**config.mk**
```make
export PLATFORM = sky130hd
export DESIGN_NAME = quad_video_reader
export DESIGN_NICKNAME = d
export VERILOG_FILES = /design/src/video_read_pkg.sv /design/src/burst_addr_gen.sv /design/src/line_trigger.sv /design/src/quad_video_reader.sv /design/src/read_data_router.sv
export SDC_FILE = /design/constraint.sdc
export NUM_CORES = 1
export LEC_CHECK = 0
export BUFFER_PORTS_ARGS = -buffer_cell sky130_fd_sc_hd__buf_2
export CAP_MARGIN = 20
export CORE_AREA = 2 2 221 223
export DETAILED_ROUTE_END_ITERATION = 10
export DIE_AREA = 0 0 223 225
export PLACE_DENSITY = 0.38
export SYNTH_ARGS = -nofsm -noshare
export SYNTH_HDL_FRONTEND = slang
export SYNTH_SLANG_ARGS = --single-unit
```
**constraint.sdc**
```tcl
create_clock -name clk -period 3.95 [get_ports clk]
set_input_delay 0.395 -clock clk [delete_from_list [all_inputs] [get_ports clk]]
set_output_delay 0.395 -clock clk [all_outputs]
set_load 0.05 [all_outputs]
```
**src/video_read_pkg.sv**
```systemverilog
/* shared definitions for the quad split-screen read engine:
   DDR address geometry, vector types and the burst generator states */

`default_nettype none

package video_read_pkg;

    // DDR controller address fields
    localparam int MEM_ROW_WIDTH    = 15;
    localparam int MEM_BANK_WIDTH   = 3;
    localparam int MEM_COLUMN_WIDTH = 10;

    localparam int ADDR_WIDTH = MEM_ROW_WIDTH + MEM_BANK_WIDTH + MEM_COLUMN_WIDTH;

    localparam int NUM_REGIONS = 4;  // screen quarters read per line

    // controller word address
    typedef logic [ADDR_WIDTH-1:0] addr_t;

    typedef logic [1:0] region_t;     // region index 0..3
    typedef logic [10:0] row_t;       // picture row
    typedef logic [7:0] burst_cnt_t;  // bursts within a line

    // burst generator FSM
    typedef enum logic [1:0] {
        IDLE,   // waiting for a line start
        ISSUE,  // arvalid high
        GAP     // one idle cycle between bursts
    } gen_state_t;

endpackage

`default_nettype wire
```
**src/burst_addr_gen.sv**
```systemverilog
/* AR channel generator. on each accepted line start it walks the four
   screen regions of the current row and issues BURSTS_PER_SEG bursts
   per region, one cycle of arvalid low between requests */

`timescale 1ns/1ps
`default_nettype none

module burst_addr_gen #(
    parameter int BURST_LEN      = 8,
    parameter int BURSTS_PER_SEG = 4,
    parameter int ROWS           = 180,
    parameter int REGION_STRIDE  = 60000,
    parameter int BANK_OFFSET    = 30000
) (
    input  wire                   clk,
    input  wire                   rst,
    input  wire                   init_done,
    input  wire                   frame_sel,
    input  wire                   line_start,
    input  wire                   frame_start,
    input  wire                   axi_arready,
    output logic                  axi_arvalid,
    output video_read_pkg::addr_t axi_araddr
);

    localparam int ADDR_STEP = BURST_LEN * 8;            // addresses per burst
    localparam int ROW_STEP  = BURSTS_PER_SEG * ADDR_STEP;

    video_read_pkg::gen_state_t state;
    video_read_pkg::row_t       row;
    video_read_pkg::row_t       row_first;
    video_read_pkg::region_t    region;
    video_read_pkg::burst_cnt_t burst;   // burst within the segment

    logic bank_sel;       // frame_sel captured at line start
    logic frame_pending;  // frame start seen while busy
    logic start_ok;
    logic restart;
    logic handshake;
    logic seg_last;
    logic line_last;

    function automatic video_read_pkg::addr_t addr_calc(
        input video_read_pkg::region_t    r,
        input video_read_pkg::burst_cnt_t b,
        input video_read_pkg::row_t       n,
        input logic                       bank
    );
        logic [31:0] sum;
        sum = 32'(r) * REGION_STRIDE
            + (bank ? BANK_OFFSET : 0)
            + 32'(n) * ROW_STEP
            + 32'(b) * ADDR_STEP;
        return sum[video_read_pkg::ADDR_WIDTH-1:0];
    endfunction

    assign start_ok  = (state == video_read_pkg::IDLE) && line_start && init_done;
    assign restart   = frame_start || frame_pending;
    assign row_first = restart ? '0 : row;   // vsync restarts the picture
    assign handshake = axi_arvalid && axi_arready;
    assign seg_last  = (burst == BURSTS_PER_SEG - 1);
    assign line_last = seg_last && (region == video_read_pkg::NUM_REGIONS - 1);

    always_ff @(posedge clk or negedge rst) begin
        if (!rst) begin
            state       <= video_read_pkg::IDLE;
            axi_arvalid <= 1'b0;
            row         <= '0;
            region      <= '0;
            burst       <= '0;
            bank_sel    <= 1'b0;
        end else begin
            case (state)
                video_read_pkg::IDLE: begin
                    if (start_ok) begin
                        state       <= video_read_pkg::ISSUE;
                        axi_arvalid <= 1'b1;
                        region      <= '0;
                        burst       <= '0;
                        row         <= row_first;
                        bank_sel    <= frame_sel;
                    end
                end
                video_read_pkg::ISSUE: begin
                    if (handshake) begin
                        axi_arvalid <= 1'b0;
                        if (line_last) begin
                            state <= video_read_pkg::IDLE;
                            // next row, wrap at end of picture
                            if (row == ROWS - 1)
                                row <= '0;
                            else
                                row <= row + 1'b1;
                        end else begin
                            state <= video_read_pkg::GAP;
                            if (seg_last) begin
                                burst  <= '0;
                                region <= region + 1'b1;
                            end else begin
                                burst <= burst + 1'b1;
                            end
                        end
                    end
                end
                video_read_pkg::GAP: begin
                    state       <= video_read_pkg::ISSUE;
                    axi_arvalid <= 1'b1;
                end
                default: begin
                    state       <= video_read_pkg::IDLE;
                    axi_arvalid <= 1'b0;
                end
            endcase
        end
    end

    // frame start outside IDLE waits for the next accepted line
    always_ff @(posedge clk or negedge rst) begin
        if (!rst)
            frame_pending <= 1'b0;
        else if (start_ok)
            frame_pending <= 1'b0;
        else if (frame_start)
            frame_pending <= 1'b1;
    end

    // address loads only when arvalid is about to rise, so it holds under back-pressure
    always_ff @(posedge clk) begin
        if (start_ok)
            axi_araddr <= addr_calc('0, '0, row_first, frame_sel);
        else if (state == video_read_pkg::GAP)
            axi_araddr <= addr_calc(region, burst, row, bank_sel);
    end

endmodule

`default_nettype wire

```
**src/line_trigger.sv**
```systemverilog
/* line and frame start detection from the HDMI sync inputs.
   both inputs pass a two-flop synchronizer, a falling edge of either
   one gives a registered line_start, a vsync fall also gives frame_start */

`timescale 1ns/1ps
`default_nettype none

module line_trigger (
    input  wire  clk,
    input  wire  rst,
    input  wire  hdmi_vsync,
    input  wire  hdmi_href,
    output logic line_start,
    output logic frame_start
);

    // bit 1 is vsync, bit 0 is href
    logic [1:0] sync_s1;
    logic [1:0] sync_s2;
    logic [1:0] sync_d;   // previous synchronized value
    logic [1:0] fall;

    always_ff @(posedge clk or negedge rst) begin
        if (!rst) begin
            sync_s1 <= '0;
            sync_s2 <= '0;
            sync_d  <= '0;
        end else begin
            sync_s1 <= {hdmi_vsync, hdmi_href};
            sync_s2 <= sync_s1;
            sync_d  <= sync_s2;
        end
    end

    assign fall = sync_d & ~sync_s2;

    // one-cycle pulses, third edge after the input fall
    always_ff @(posedge clk or negedge rst) begin
        if (!rst) begin
            line_start  <= 1'b0;
            frame_start <= 1'b0;
        end else begin
            line_start  <= |fall;
            frame_start <= fall[1];
        end
    end

endmodule

`default_nettype wire

```
**src/quad_video_reader.sv**
```systemverilog
/* top of the four-way split-screen read engine. sync edges start a
   line, the generator issues AXI read bursts and the router hands the
   returning beats to the line buffer with their region tag */

`timescale 1ns/1ps
`default_nettype none

module quad_video_reader #(
    parameter int DATA_WIDTH     = 256,
    parameter int BURST_LEN      = 8,
    parameter int BURSTS_PER_SEG = 4,
    parameter int ROWS           = 180,
    parameter int REGION_STRIDE  = 60000,
    parameter int BANK_OFFSET    = 30000
) (
    input  wire                     clk,
    input  wire                     rst,
    input  wire                     init_done,
    input  wire                     frame_sel,    // frame bank, sampled per line
    input  wire                     hdmi_vsync,
    input  wire                     hdmi_href,

    // AXI read address channel
    output logic                    axi_arvalid,
    input  wire                     axi_arready,
    output video_read_pkg::addr_t   axi_araddr,
    output logic [3:0]              axi_arid,
    output logic [3:0]              axi_arlen,
    output logic [2:0]              axi_arsize,
    output logic [1:0]              axi_arburst,

    // AXI read data channel
    output logic                    axi_rready,
    input  wire  [DATA_WIDTH-1:0]   axi_rdata,
    input  wire                     axi_rvalid,
    input  wire                     axi_rlast,

    // line buffer write port
    output logic                    buf_wr_en,
    output video_read_pkg::region_t buf_wr_region,
    output logic [DATA_WIDTH-1:0]   buf_wr_data
);

    logic line_start;
    logic frame_start;

    // fixed AR fields
    assign axi_arid    = 4'd0;
    assign axi_arlen   = 4'(BURST_LEN - 1);
    assign axi_arsize  = 3'($clog2(DATA_WIDTH / 8));  // 32 bytes per beat
    assign axi_arburst = 2'b01;                       // INCR
    assign axi_rready  = 1'b1;                        // R is never stalled

    line_trigger trigger_i (
        .clk         (clk),
        .rst         (rst),
        .hdmi_vsync  (hdmi_vsync),
        .hdmi_href   (hdmi_href),
        .line_start  (line_start),
        .frame_start (frame_start)
    );

    burst_addr_gen #(
        .BURST_LEN      (BURST_LEN),
        .BURSTS_PER_SEG (BURSTS_PER_SEG),
        .ROWS           (ROWS),
        .REGION_STRIDE  (REGION_STRIDE),
        .BANK_OFFSET    (BANK_OFFSET)
    ) addr_gen_i (
        .clk         (clk),
        .rst         (rst),
        .init_done   (init_done),
        .frame_sel   (frame_sel),
        .line_start  (line_start),
        .frame_start (frame_start),
        .axi_arready (axi_arready),
        .axi_arvalid (axi_arvalid),
        .axi_araddr  (axi_araddr)
    );

    read_data_router #(
        .DATA_WIDTH     (DATA_WIDTH),
        .BURSTS_PER_SEG (BURSTS_PER_SEG)
    ) router_i (
        .clk           (clk),
        .rst           (rst),
        .line_start    (line_start),
        .axi_rvalid    (axi_rvalid),
        .axi_rlast     (axi_rlast),
        .axi_rdata     (axi_rdata),
        .buf_wr_en     (buf_wr_en),
        .buf_wr_region (buf_wr_region),
        .buf_wr_data   (buf_wr_data)
    );

endmodule

`default_nettype wire

```
**src/read_data_router.sv**
```systemverilog
/* R channel router. counts the rlast beats of a line and tags every
   returning beat with the region of the burst it belongs to, so bursts
   still in flight at a line boundary keep the right tag */

`timescale 1ns/1ps
`default_nettype none

module read_data_router #(
    parameter int DATA_WIDTH     = 256,
    parameter int BURSTS_PER_SEG = 4
) (
    input  wire                     clk,
    input  wire                     rst,
    input  wire                     line_start,
    input  wire                     axi_rvalid,
    input  wire                     axi_rlast,
    input  wire  [DATA_WIDTH-1:0]   axi_rdata,
    output logic                    buf_wr_en,
    output video_read_pkg::region_t buf_wr_region,
    output logic [DATA_WIDTH-1:0]   buf_wr_data
);

    localparam int LINE_BURSTS = video_read_pkg::NUM_REGIONS * BURSTS_PER_SEG;

    video_read_pkg::burst_cnt_t burst_cnt;  // completed bursts of this line

    logic line_open;    // a line's data is expected
    logic line_queued;  // another line start came while open
    logic burst_done;
    logic line_done;

    assign burst_done = axi_rvalid && axi_rlast;
    assign line_done  = burst_done && (burst_cnt == LINE_BURSTS - 1);

    always_ff @(posedge clk or negedge rst) begin
        if (!rst)
            burst_cnt <= '0;
        else if (line_start && !line_open)
            burst_cnt <= '0;                 // resync at an idle line start
        else if (line_done)
            burst_cnt <= '0;
        else if (burst_done)
            burst_cnt <= burst_cnt + 1'b1;
    end

    // line starts during a line must not clear the count
    always_ff @(posedge clk or negedge rst) begin
        if (!rst) begin
            line_open   <= 1'b0;
            line_queued <= 1'b0;
        end else if (line_done) begin
            line_open   <= line_queued || line_start;
            line_queued <= 1'b0;
        end else if (line_start) begin
            if (line_open)
                line_queued <= 1'b1;
            line_open <= 1'b1;
        end
    end

    assign buf_wr_en     = axi_rvalid;
    assign buf_wr_data   = axi_rdata;
    assign buf_wr_region = video_read_pkg::region_t'(burst_cnt / BURSTS_PER_SEG);

endmodule

`default_nettype wire

```
[After elaboration in Yosys (flattened, before gate mapping)]
Index checks and enable logic that the tools add are counted.
Storage, ports and cells
  input port bits: 265
  output and inout port bits: 302
  register bits after elaboration: 72
Operators by class
  $mul: 1
  equal/unequal tests: 11
  bitwise operators: 2
  multiplexer cells: 37
  add/sub/neg operators: 8
  reductions and logical operators: 24
Operators by type and width (number)
  $add 28x19->28: 2
  $mux 28: 2
  $mux 8: 7
  $mux 11: 5
  $mux 15: 2
  $add 18x28->28: 1
  $add 28x14->28: 1
  $pmux 11 s2: 1
  $add 8x1->8 const B: 2
  $pmux 8 s2: 1
  $mux 2: 7
  $mul 2x11->13 const B: 1
  $add 11x1->11 const B: 1
  $eq 11x8->1 const B: 1
  $reduce_bool 2->1: 5
  $mux 1: 9
  $eq 8x2->1 const B: 1
  $eq 8x4->1 const B: 1
  $ne 2x1->1 const B: 4
  $reduce_and 4->1: 2
  $logic_and 1x1->1: 7
  $pmux 2 s3: 1
  $reduce_and 2->1: 3
  $reduce_and 5->1: 1
  13 further kinds: 15

[Longest topological paths before layout]
Gate-level depths: netlist of run 1.
  depth in word-level cells: 6
  gate-level depth with buffers: 13
  depth with buffers taken out: 13

[Modules after synthesis]
Synthesis of run 1 repeated with hierarchy kept, for this count alone.
Second synthesis, totals
  cell total of the unflattened synthesis: 702
  area total of the unflattened synthesis: 6204.7 sq um
Modules (own cells, without submodules)
  burst_addr_gen: cells an instance 363, area each 3392.0 sq um, instances 1
  read_data_router: cells an instance 312, area each 2474.9 sq um, instances 1
  line_trigger: cells an instance 11, area each 225.2 sq um, instances 1
  quad_video_reader: cells an instance 16, area each 112.6 sq um, instances 1

[Worst setup path before layout of run 1]
OpenSTA, ideal clock, no wires.
  path type: reg2reg
  from: register addr_gen_i.region[0]
  to: register addr_gen_i.axi_araddr[19], data pin
  library setup time: 0.257 ns
  slack: 0.600 ns
  path buffers: 0
  stages on the path, launching flop included: 11
  data arrival time: 3.093 ns
  cells stage by stage: dfrtp_1 -> inv_1 -> ha_1 -> fa_1 -> ha_1 -> ha_1 -> a2111o_1 -> o211ai_2 -> a21boi_1 -> or3_1 -> a32o_1
Between the ends
  longest elaborated chain between the ends: 6
Ends and longest elaborated chain
  start, declared: RTL line burst_addr_gen.sv:32  | video_read_pkg::region_t region;
  start signal, assigned: RTL line burst_addr_gen.sv:98  | region <= region + 1'b1;
  $mul 2x11->13: RTL line burst_addr_gen.sv:50  | sum = 32'(r) * REGION_STRIDE
  $add 18x28->28: RTL line burst_addr_gen.sv:51  | + (bank ? BANK_OFFSET : 0)
  $add 28x19->28: RTL line burst_addr_gen.sv:52  | + 32'(n) * ROW_STEP
  $add 28x14->28: RTL line burst_addr_gen.sv:53  | + 32'(b) * ADDR_STEP;
  $mux 28: RTL line burst_addr_gen.sv:131  | else if (state == video_read_pkg::GAP)
  $mux 28: RTL line burst_addr_gen.sv:129  | if (start_ok)
  end signal, assigned: RTL line burst_addr_gen.sv:130  | axi_araddr <= addr_calc('0, '0, row_first, frame_sel);
  end signal, assigned: RTL line burst_addr_gen.sv:132  | axi_araddr <= addr_calc(region, burst, row, bank_sel);
  end, declared: RTL line burst_addr_gen.sv:23  | output video_read_pkg::addr_t axi_araddr
Every way passes these cells. The select of a mux whose other input is x is not followed.
A chain may end at the register's enable or synchronous reset.

[Worst setup path in the final report of run 1]
Same ends and word-level chain as after synthesis.

==> results of run 1 <==
worst paths after layout:
| path | cells after the start | end | startpoint | slack [ns] |
|---|---|---|---|---|
| max | 10 | addr_gen_i.axi_araddr[19] | addr_gen_i.region[0] | 0.34 |
| min | 2 | addr_gen_i.burst[6] | rst | 0.14 |
| max reg2reg | 10 | addr_gen_i.axi_araddr[19] | addr_gen_i.region[0] | 0.34 |
| min reg2reg | 0 | trigger_i.sync_s2[1] | trigger_i.sync_s1[1] | 0.35 |
| max in group asynchronous | 2 | router_i.burst_cnt[7] | rst | 3.38 |
| min in group clk | 1 | trigger_i.sync_s1[0] | hdmi_href | 0.15 |
logic make-up (layout without fill, tap and decap cells):
group,count (synthesis),after routing,synth area share
buffers and inverters,325,80,0.367
AND/OR/NAND/NOR,137,137,0.119
flip-flops,60,60,0.254
adder cells (fa/ha/maj),52,52,0.118
other,2,25,0.00120
multiplexers,3,3,0.00500
AO/OA/AOI/OAI,103,103,0.108
XOR/XNOR,20,20,0.0280
placed cells by master, fill, tap and decap left out, drive strengths merged, types with 2 or more instances in the layout:
cell / count
a31oi: 3
a21oi: 24
xor2: 12
or3: 4
clkinvlp: 2
o21a: 4
nor2b: 8
dfrtp: 43
nand4: 3
a211o: 2
buf: 33
nand2b: 6
nand2: 30
nor3b: 2
xnor2: 8
o21bai: 2
a32o: 2
clkbuf: 10
nor3: 8
conb: 25
a41oi: 3
and3: 13
inv: 34
edfxtp: 17
nor2: 32
o41ai: 2
o21ai: 31
ha: 40
o31ai: 10
and2: 10
o211ai: 3
mux2i: 2
o22ai: 4
a21o: 4
and4: 2
fa: 12
nand3: 12
power by group through the flow:
stage | Clock [uW] | Sequential, uW | Combinational (uW)
4_1_cts | 820 | 957 | 1580
3_3_place_gp | 0 | 966 | 1590
6_report | 787 | 950 | 1550
3_5_place_dp | 0 | 968 | 1560
2_1_floorplan | 0 | 1180 | 1680
5_1_grt | 842 | 975 | 1760
per-layer routing:
| layer | global-route usage | wire length [microns] | part of all wire | vias up |
|---|---|---|---|---|
| met5 | 0.0117 | 80 | 0.0034 | - |
| met4 | 0.0465 | 1010 | 0.043 | 4 |
| met3 | 0.0934 | 4990 | 0.21 | 72 |
| met2 | 0.152 | 11300 | 0.48 | 338 |
| met1 | 0.0682 | 6200 | 0.26 | 1556 |
| li1 | - | - | - | 1599 |
synthesized netlist by cell type, drive strengths merged, types with 6 or more instances:
cell type / instances
fa: 12
xnor2: 8
o31ai: 10
edfxtp: 17
nor2: 32
nand3: 12
and2: 10
clkbuf: 8
nor3: 8
a21oi: 24
inv: 31
and3: 13
o21ai: 31
ha: 40
nor2b: 8
nand2b: 6
xor2: 12
dfrtp: 43
buf: 286
nand2: 30
flip-flops by register name, indices dropped and copies added (netlist names):
name	cells
addr_gen_i.axi_araddr	17
addr_gen_i.axi_arvalid	1
addr_gen_i.bank_sel	1
addr_gen_i.burst	8
addr_gen_i.frame_pending	1
addr_gen_i.region	2
addr_gen_i.row	11
addr_gen_i.state	1
router_i.burst_cnt	8
router_i.line_open	1
router_i.line_queued	1
trigger_i.frame_start	1
trigger_i.line_start	1
trigger_i.sync_d	2
trigger_i.sync_s1	2
trigger_i.sync_s2	2
critical path: cells and delay by family, from the launching register on:
family                   cells  cell delay [ns]
adder cells (fa/ha/maj)      4             1.53
AO/OA/AOI/OAI                4             0.91
flip-flops                   1             0.43
AND/OR/NAND/NOR              1             0.33
buffers and inverters        1             0.17
cell type report:
cell class | count | area [sq um]
Sequential cell | 60 | 1590
Clock inverter | 6 | 43.8
Timing Repair Buffer | 33 | 175
Inverter | 31 | 116
Clock buffer | 10 | 250
Tap cell | 615 | 769
Multi-Input combinational cell | 340 | 2460
Fill cell | 5404 | 42100
through the flow:
| stage | cell area (sq um) | setup slack, ns |
|---|---|---|
| 6_report | 5410 | 0.342 |
| 5_1_grt | 5410 | 0.162 |
| 4_1_cts | 5410 | 0.331 |
| 3_5_place_dp | 5110 | 0.357 |
| 3_3_place_gp | 5110 | 0.412 |
| 2_1_floorplan | 6340 | 0.600 |
==> flow_summary_export.csv, run 1 <==
group,metric,value,unit
timing,finalHoldViolCount,0,
logic_synthesis,syn_inst,702,
timing,setup_tns,0,ns
logic_synthesis,synth.distinct_cells,63,
die,ioPinCount,567,
layout,fin_util,0.114,
pwr,leakage,0.00230,uW
run,max_cap_violations,0,
global_routing,track_usage,0.0923,
pwr,p_clk_frac,0.239,
clock_tree,post_cts_buffers,0,
global_routing,antenna_found_initial,1,
routing,first_iter_violations,163,
layout,num_antenna_cells,0,
timing,whs,0.142,ns
die,die_y,225,microns
global_routing,grt_max_degree,44,
die,die_w,223,microns
timing,post-route-period-util,0.913,
pwr,power_frac_seq,0.289,
timing,finalCriticalPeriod,3.61,ns
layout,finalNonFillerCells,1095,
routing,drtPass1Iterations,4,
routing,drc,0,
logic_synthesis,async_flop_share,0.717,
clock_tree,clk_latency,0.34,ns
routing,num_vias,3569,
logic_synthesis,synth_top_area_frac,0.342,
clock_tree,cts_buffers,9,
logic_synthesis,synth_top_flop_cell,"dfrtp_1",
pwr,power_density,608,nW/um^2
timing,relSlewSlack,0.369,
timing,slew_viol_final,0,
clock_tree,cts.hold.buffers_added,0,
die,coreArea,47500,sq um
clock_tree,tritoncts,"done",
clock_tree,cts_resized,0,
timing,rsz0062_at_grt,"no",
die,row_count,80,
pwr,p_sw,1480,uW
timing,final.setup_skew,0.00905,ns
timing,max_freq,277,MHz
worst_setup_path,slowest_stage,"fa_1",
layout,nets,792,
clock_tree,clkTransAtPathRegs,0.06,ns
clock_tree,clock_tree.root_cell,"clkbuf_16",
routing,vias_per_cell,3.26,
worst_setup_path,worst_path_largest_cell_delay,0.46,ns
worst_setup_path,crit_top_cell,"ha_1",
min_path,hold_path.class,"in -> async",
logic_synthesis,syn_area,6260,sq um
routing,finalWirelength,23600,microns
placed_design,gp_congestion,0.747,
placed_design,dp.cells,1079,
worst_setup_path,start_kind,"flip-flop",
routing,drt-wirelength-per-cell,21.6,microns
pwr,combPwrFrac,0.472,
clock_tree,clockBufferDepth,2,
die,start_util,0.132,
logic_synthesis,synth_top_cell_by_area,"buf_4",
logic_synthesis,avgSynthCellArea,8.91,sq um
layout,drive_gt1_frac,0.127,
worst_setup_path,worstPathMaxFanout,6,
pwr,total_power,3290,uW
placed_design,portBuffers,29,
worst_setup_path,required,4.04,ns
die,die_area,50200,sq um
clock_tree,clkSinkCount,60,
layout,area_growth,-13.6,%
pwr,vdd_ir_drop_max,172,uV
logic_synthesis,synth_edf_count,17,
logic_synthesis,seq_area_frac_synth,0.254,
timing,tightest_slew,0.945,ns
run_status,outcome,"complete, no violations",
placed_design,dp_hpwl,20300,microns
logic_synthesis,yosys_warnings,0,
logic_synthesis,ys_ff_latch,60,
global_routing,grt_overflow_total,0,
logic_synthesis,ys_top_cells_by_area,"buf_4 (34%), dfrtp_1 (17%), edfxtp_1 (8.2%)",
pwr,p_int,1810,uW
global_routing,grt_pass1_vias,3704,
routing,antenna_left,0,
timing,finalSetupViolations,0,
clock_tree,h-tree-depth,3,
worst_setup_path,cp_cell_sequence,"inv_1 > ha_1 > fa_1 > ha_1 > ha_1 > a2111o_1 > o211ai_2 > a21boi_1 > or3_1 > a32o_1",
pwr,p_sw_frac,0.451,
worst_setup_path,setup.worst_path.end_class,"flip-flop",
worst_setup_path,worstPathArrival,3.70,ns
worst_setup_path,critical_path_class,"reg -> reg",
global_routing,grt_pass1_wl,31500,microns
Note: power is estimated with default switching activity, not from simulation.
==> run 2: changes to the inputs <==
Settings changed: CTS_BUF_LIST from default to sky130_fd_sc_hd__clkbuf_2.
==> run 2 against run 1 <==
Non-clock buffer count rose by 4. Wire length barely moved. Via count rose by 1.0%. Design area fell by 2.5%. Clock skew rose by 0.032 ns. Die area did not move. Core utilization fell by 0.28 points. Register-to-register slack barely moved. Global-route usage barely moved. Power fell by 11%. Critical path depth did not move. Sequential power barely moved. Critical path type unchanged. Largest cell class unchanged.
==> flow_summary_export.csv, run 2 (same netlist as run 1, synthesis figures left out) <==
group,metric,value,unit
layout,largest_reg_flops,17,
clock_tree,tritoncts,"done",
global_routing,grt_overflow_total,0,
clock_tree,clkTransAtPathRegs,0.21,ns
die,die_area,50200,sq um
die,ioPinCount,567,
worst_setup_path,worstPathArrival,3.96,ns
timing,finalHoldViolCount,0,
timing,relSlewSlack,0.379,
pwr,p_sw,1440,uW
timing,setup_tns,0,ns
worst_setup_path,required,4.29,ns
timing,finalCriticalPeriod,3.62,ns
die,coreArea,47500,sq um
routing,drc,0,
layout,reg_top3,"addr_gen_i.axi_araddr (17), addr_gen_i.row (11)",
die,row_count,80,
pwr,power_density,556,nW/um^2
worst_setup_path,worstPathMaxFanout,6,
layout,drive_gt1_frac,0.126,
clock_tree,cts_buffers,9,
timing,finalSetupViolations,0,
routing,finalWirelength,23600,microns
routing,vias_per_cell,3.28,
pwr,p_int,1490,uW
timing,max_freq,276,MHz
pwr,vdd_ir_drop_max,141,uV
global_routing,track_usage,0.0926,
timing,post-route-period-util,0.917,
run,max_cap_violations,0,
timing,slew_viol_final,0,
pwr,power_frac_seq,0.323,
placed_design,dp.cells,1079,
clock_tree,cts.hold.buffers_added,4,
run_status,outcome,"complete, no violations",
clock_tree,clock_tree.root_cell,"clkbuf_2",
min_path,hold_path.class,"in -> reg",
routing,drtPass1Iterations,4,
clock_tree,clk_latency,0.58,ns
clock_tree,clockBufferDepth,2,
worst_setup_path,start_kind,"flip-flop",
layout,mostFrequentLayoutCells,"dfrtp_1 (43), ha_1 (40), inv_1 (31)",
clock_tree,h-tree-depth,3,
global_routing,grt_max_degree,44,
pwr,p_sw_frac,0.492,
routing,antenna_left,0,
layout,area_growth,-15.7,%
die,die_w,223,microns
die,die_y,225,microns
global_routing,antenna_found_initial,2,
pwr,p_clk_frac,0.148,
worst_setup_path,critical_path_class,"reg -> reg",
layout,layout_commonest_cell,"dfrtp_1",
layout,finalNonFillerCells,1100,
worst_setup_path,setup.worst_path.end_class,"flip-flop",
global_routing,grt_pass1_vias,3742,
placed_design,dp_hpwl,20300,microns
pwr,leakage,0.00225,uW
layout,largest_register,"addr_gen_i.axi_araddr",
timing,rsz0062_at_grt,"no",
timing,tightest_slew,0.930,ns
timing,final.setup_skew,0.0414,ns
layout,nets,796,
placed_design,portBuffers,29,
clock_tree,post_cts_buffers,0,
clock_tree,clkSinkCount,60,
die,start_util,0.132,
routing,drt-wirelength-per-cell,21.5,microns
pwr,combPwrFrac,0.529,
placed_design,gp_congestion,0.747,
global_routing,grt_pass1_wl,31700,microns
clock_tree,cts_resized,0,
routing,first_iter_violations,176,
routing,num_vias,3606,
run 2: layer usage:
metal / share of wire / vias up / global-route usage
li1: - / 1607 / -
met1: 0.25 / 1558 / 0.0661
met2: 0.49 / 365 / 0.155
met3: 0.21 / 70 / 0.0949
met4: 0.037 / 6 / 0.0435
met5: 0.0054 / - / 0.0196
run 2: power groups by stage:
stage                     Sequential (uW)  Combinational [uW]  Clock, uW
after CTS                             954                1590        465
after detailed placement              968                1560          0
after floorplan                      1180                1680          0
after global routing                  973                1760        483
final                                 947                1550        433
after global placement                966                1590          0
run 2: per-stage QoR:
stage / total power [uW] / utilization / cell area, sq um / setup WS, ns / hold slack [ns]
3_5_place_dp: 2530 / 0.108 / 5110 / 0.357 / 0.336
6_report: 2930 / 0.111 / 5270 / 0.329 / 0.165
2_1_floorplan: 2860 / - / 6340 / 0.600 / 0.0994
5_1_grt: 3220 / 0.111 / 5270 / 0.125 / 0.0979
3_3_place_gp: 2550 / 0.108 / 5110 / 0.412 / 0.339
4_1_cts: 3010 / 0.111 / 5270 / 0.295 / 0.0750
run 2: layout make-up:
| class | instances | area (sq um) |
|---|---|---|
| multi-input cells | 340 | 2460 |
| diodes | 1 | 2.50 |
| repair buffers | 37 | 215 |
| fillers | 5415 | 42300 |
| flip-flops and latches | 60 | 1590 |
| inverters | 31 | 116 |
| clock buffers | 9 | 45.0 |
| well taps | 615 | 769 |
| clock inverters | 7 | 73.8 |
run 2: critical path, stage by stage, from the launching register on:
cell,delay (ns)
dfrtp_1,0.47
inv_1,0.17
ha_1,0.39
fa_1,0.46
ha_1,0.31
ha_1,0.37
a2111o_1,0.42
o211ai_2,0.15
a21boi_1,0.09
or3_1,0.32
a32o_1,0.25
run 2: final timing paths:
kind,start,to,slack [ns],depth (start not counted)
max,addr_gen_i.region[0],addr_gen_i.axi_araddr[19],0.33,10
min,axi_rlast,router_i.burst_cnt[1],0.17,4
max reg2reg,addr_gen_i.region[0],addr_gen_i.axi_araddr[19],0.33,10
min reg2reg,trigger_i.sync_s1[1],trigger_i.sync_s2[1],0.38,0
max in group asynchronous,rst,addr_gen_i.row[9],3.11,3
min in group asynchronous,rst,addr_gen_i.burst[6],0.39,3
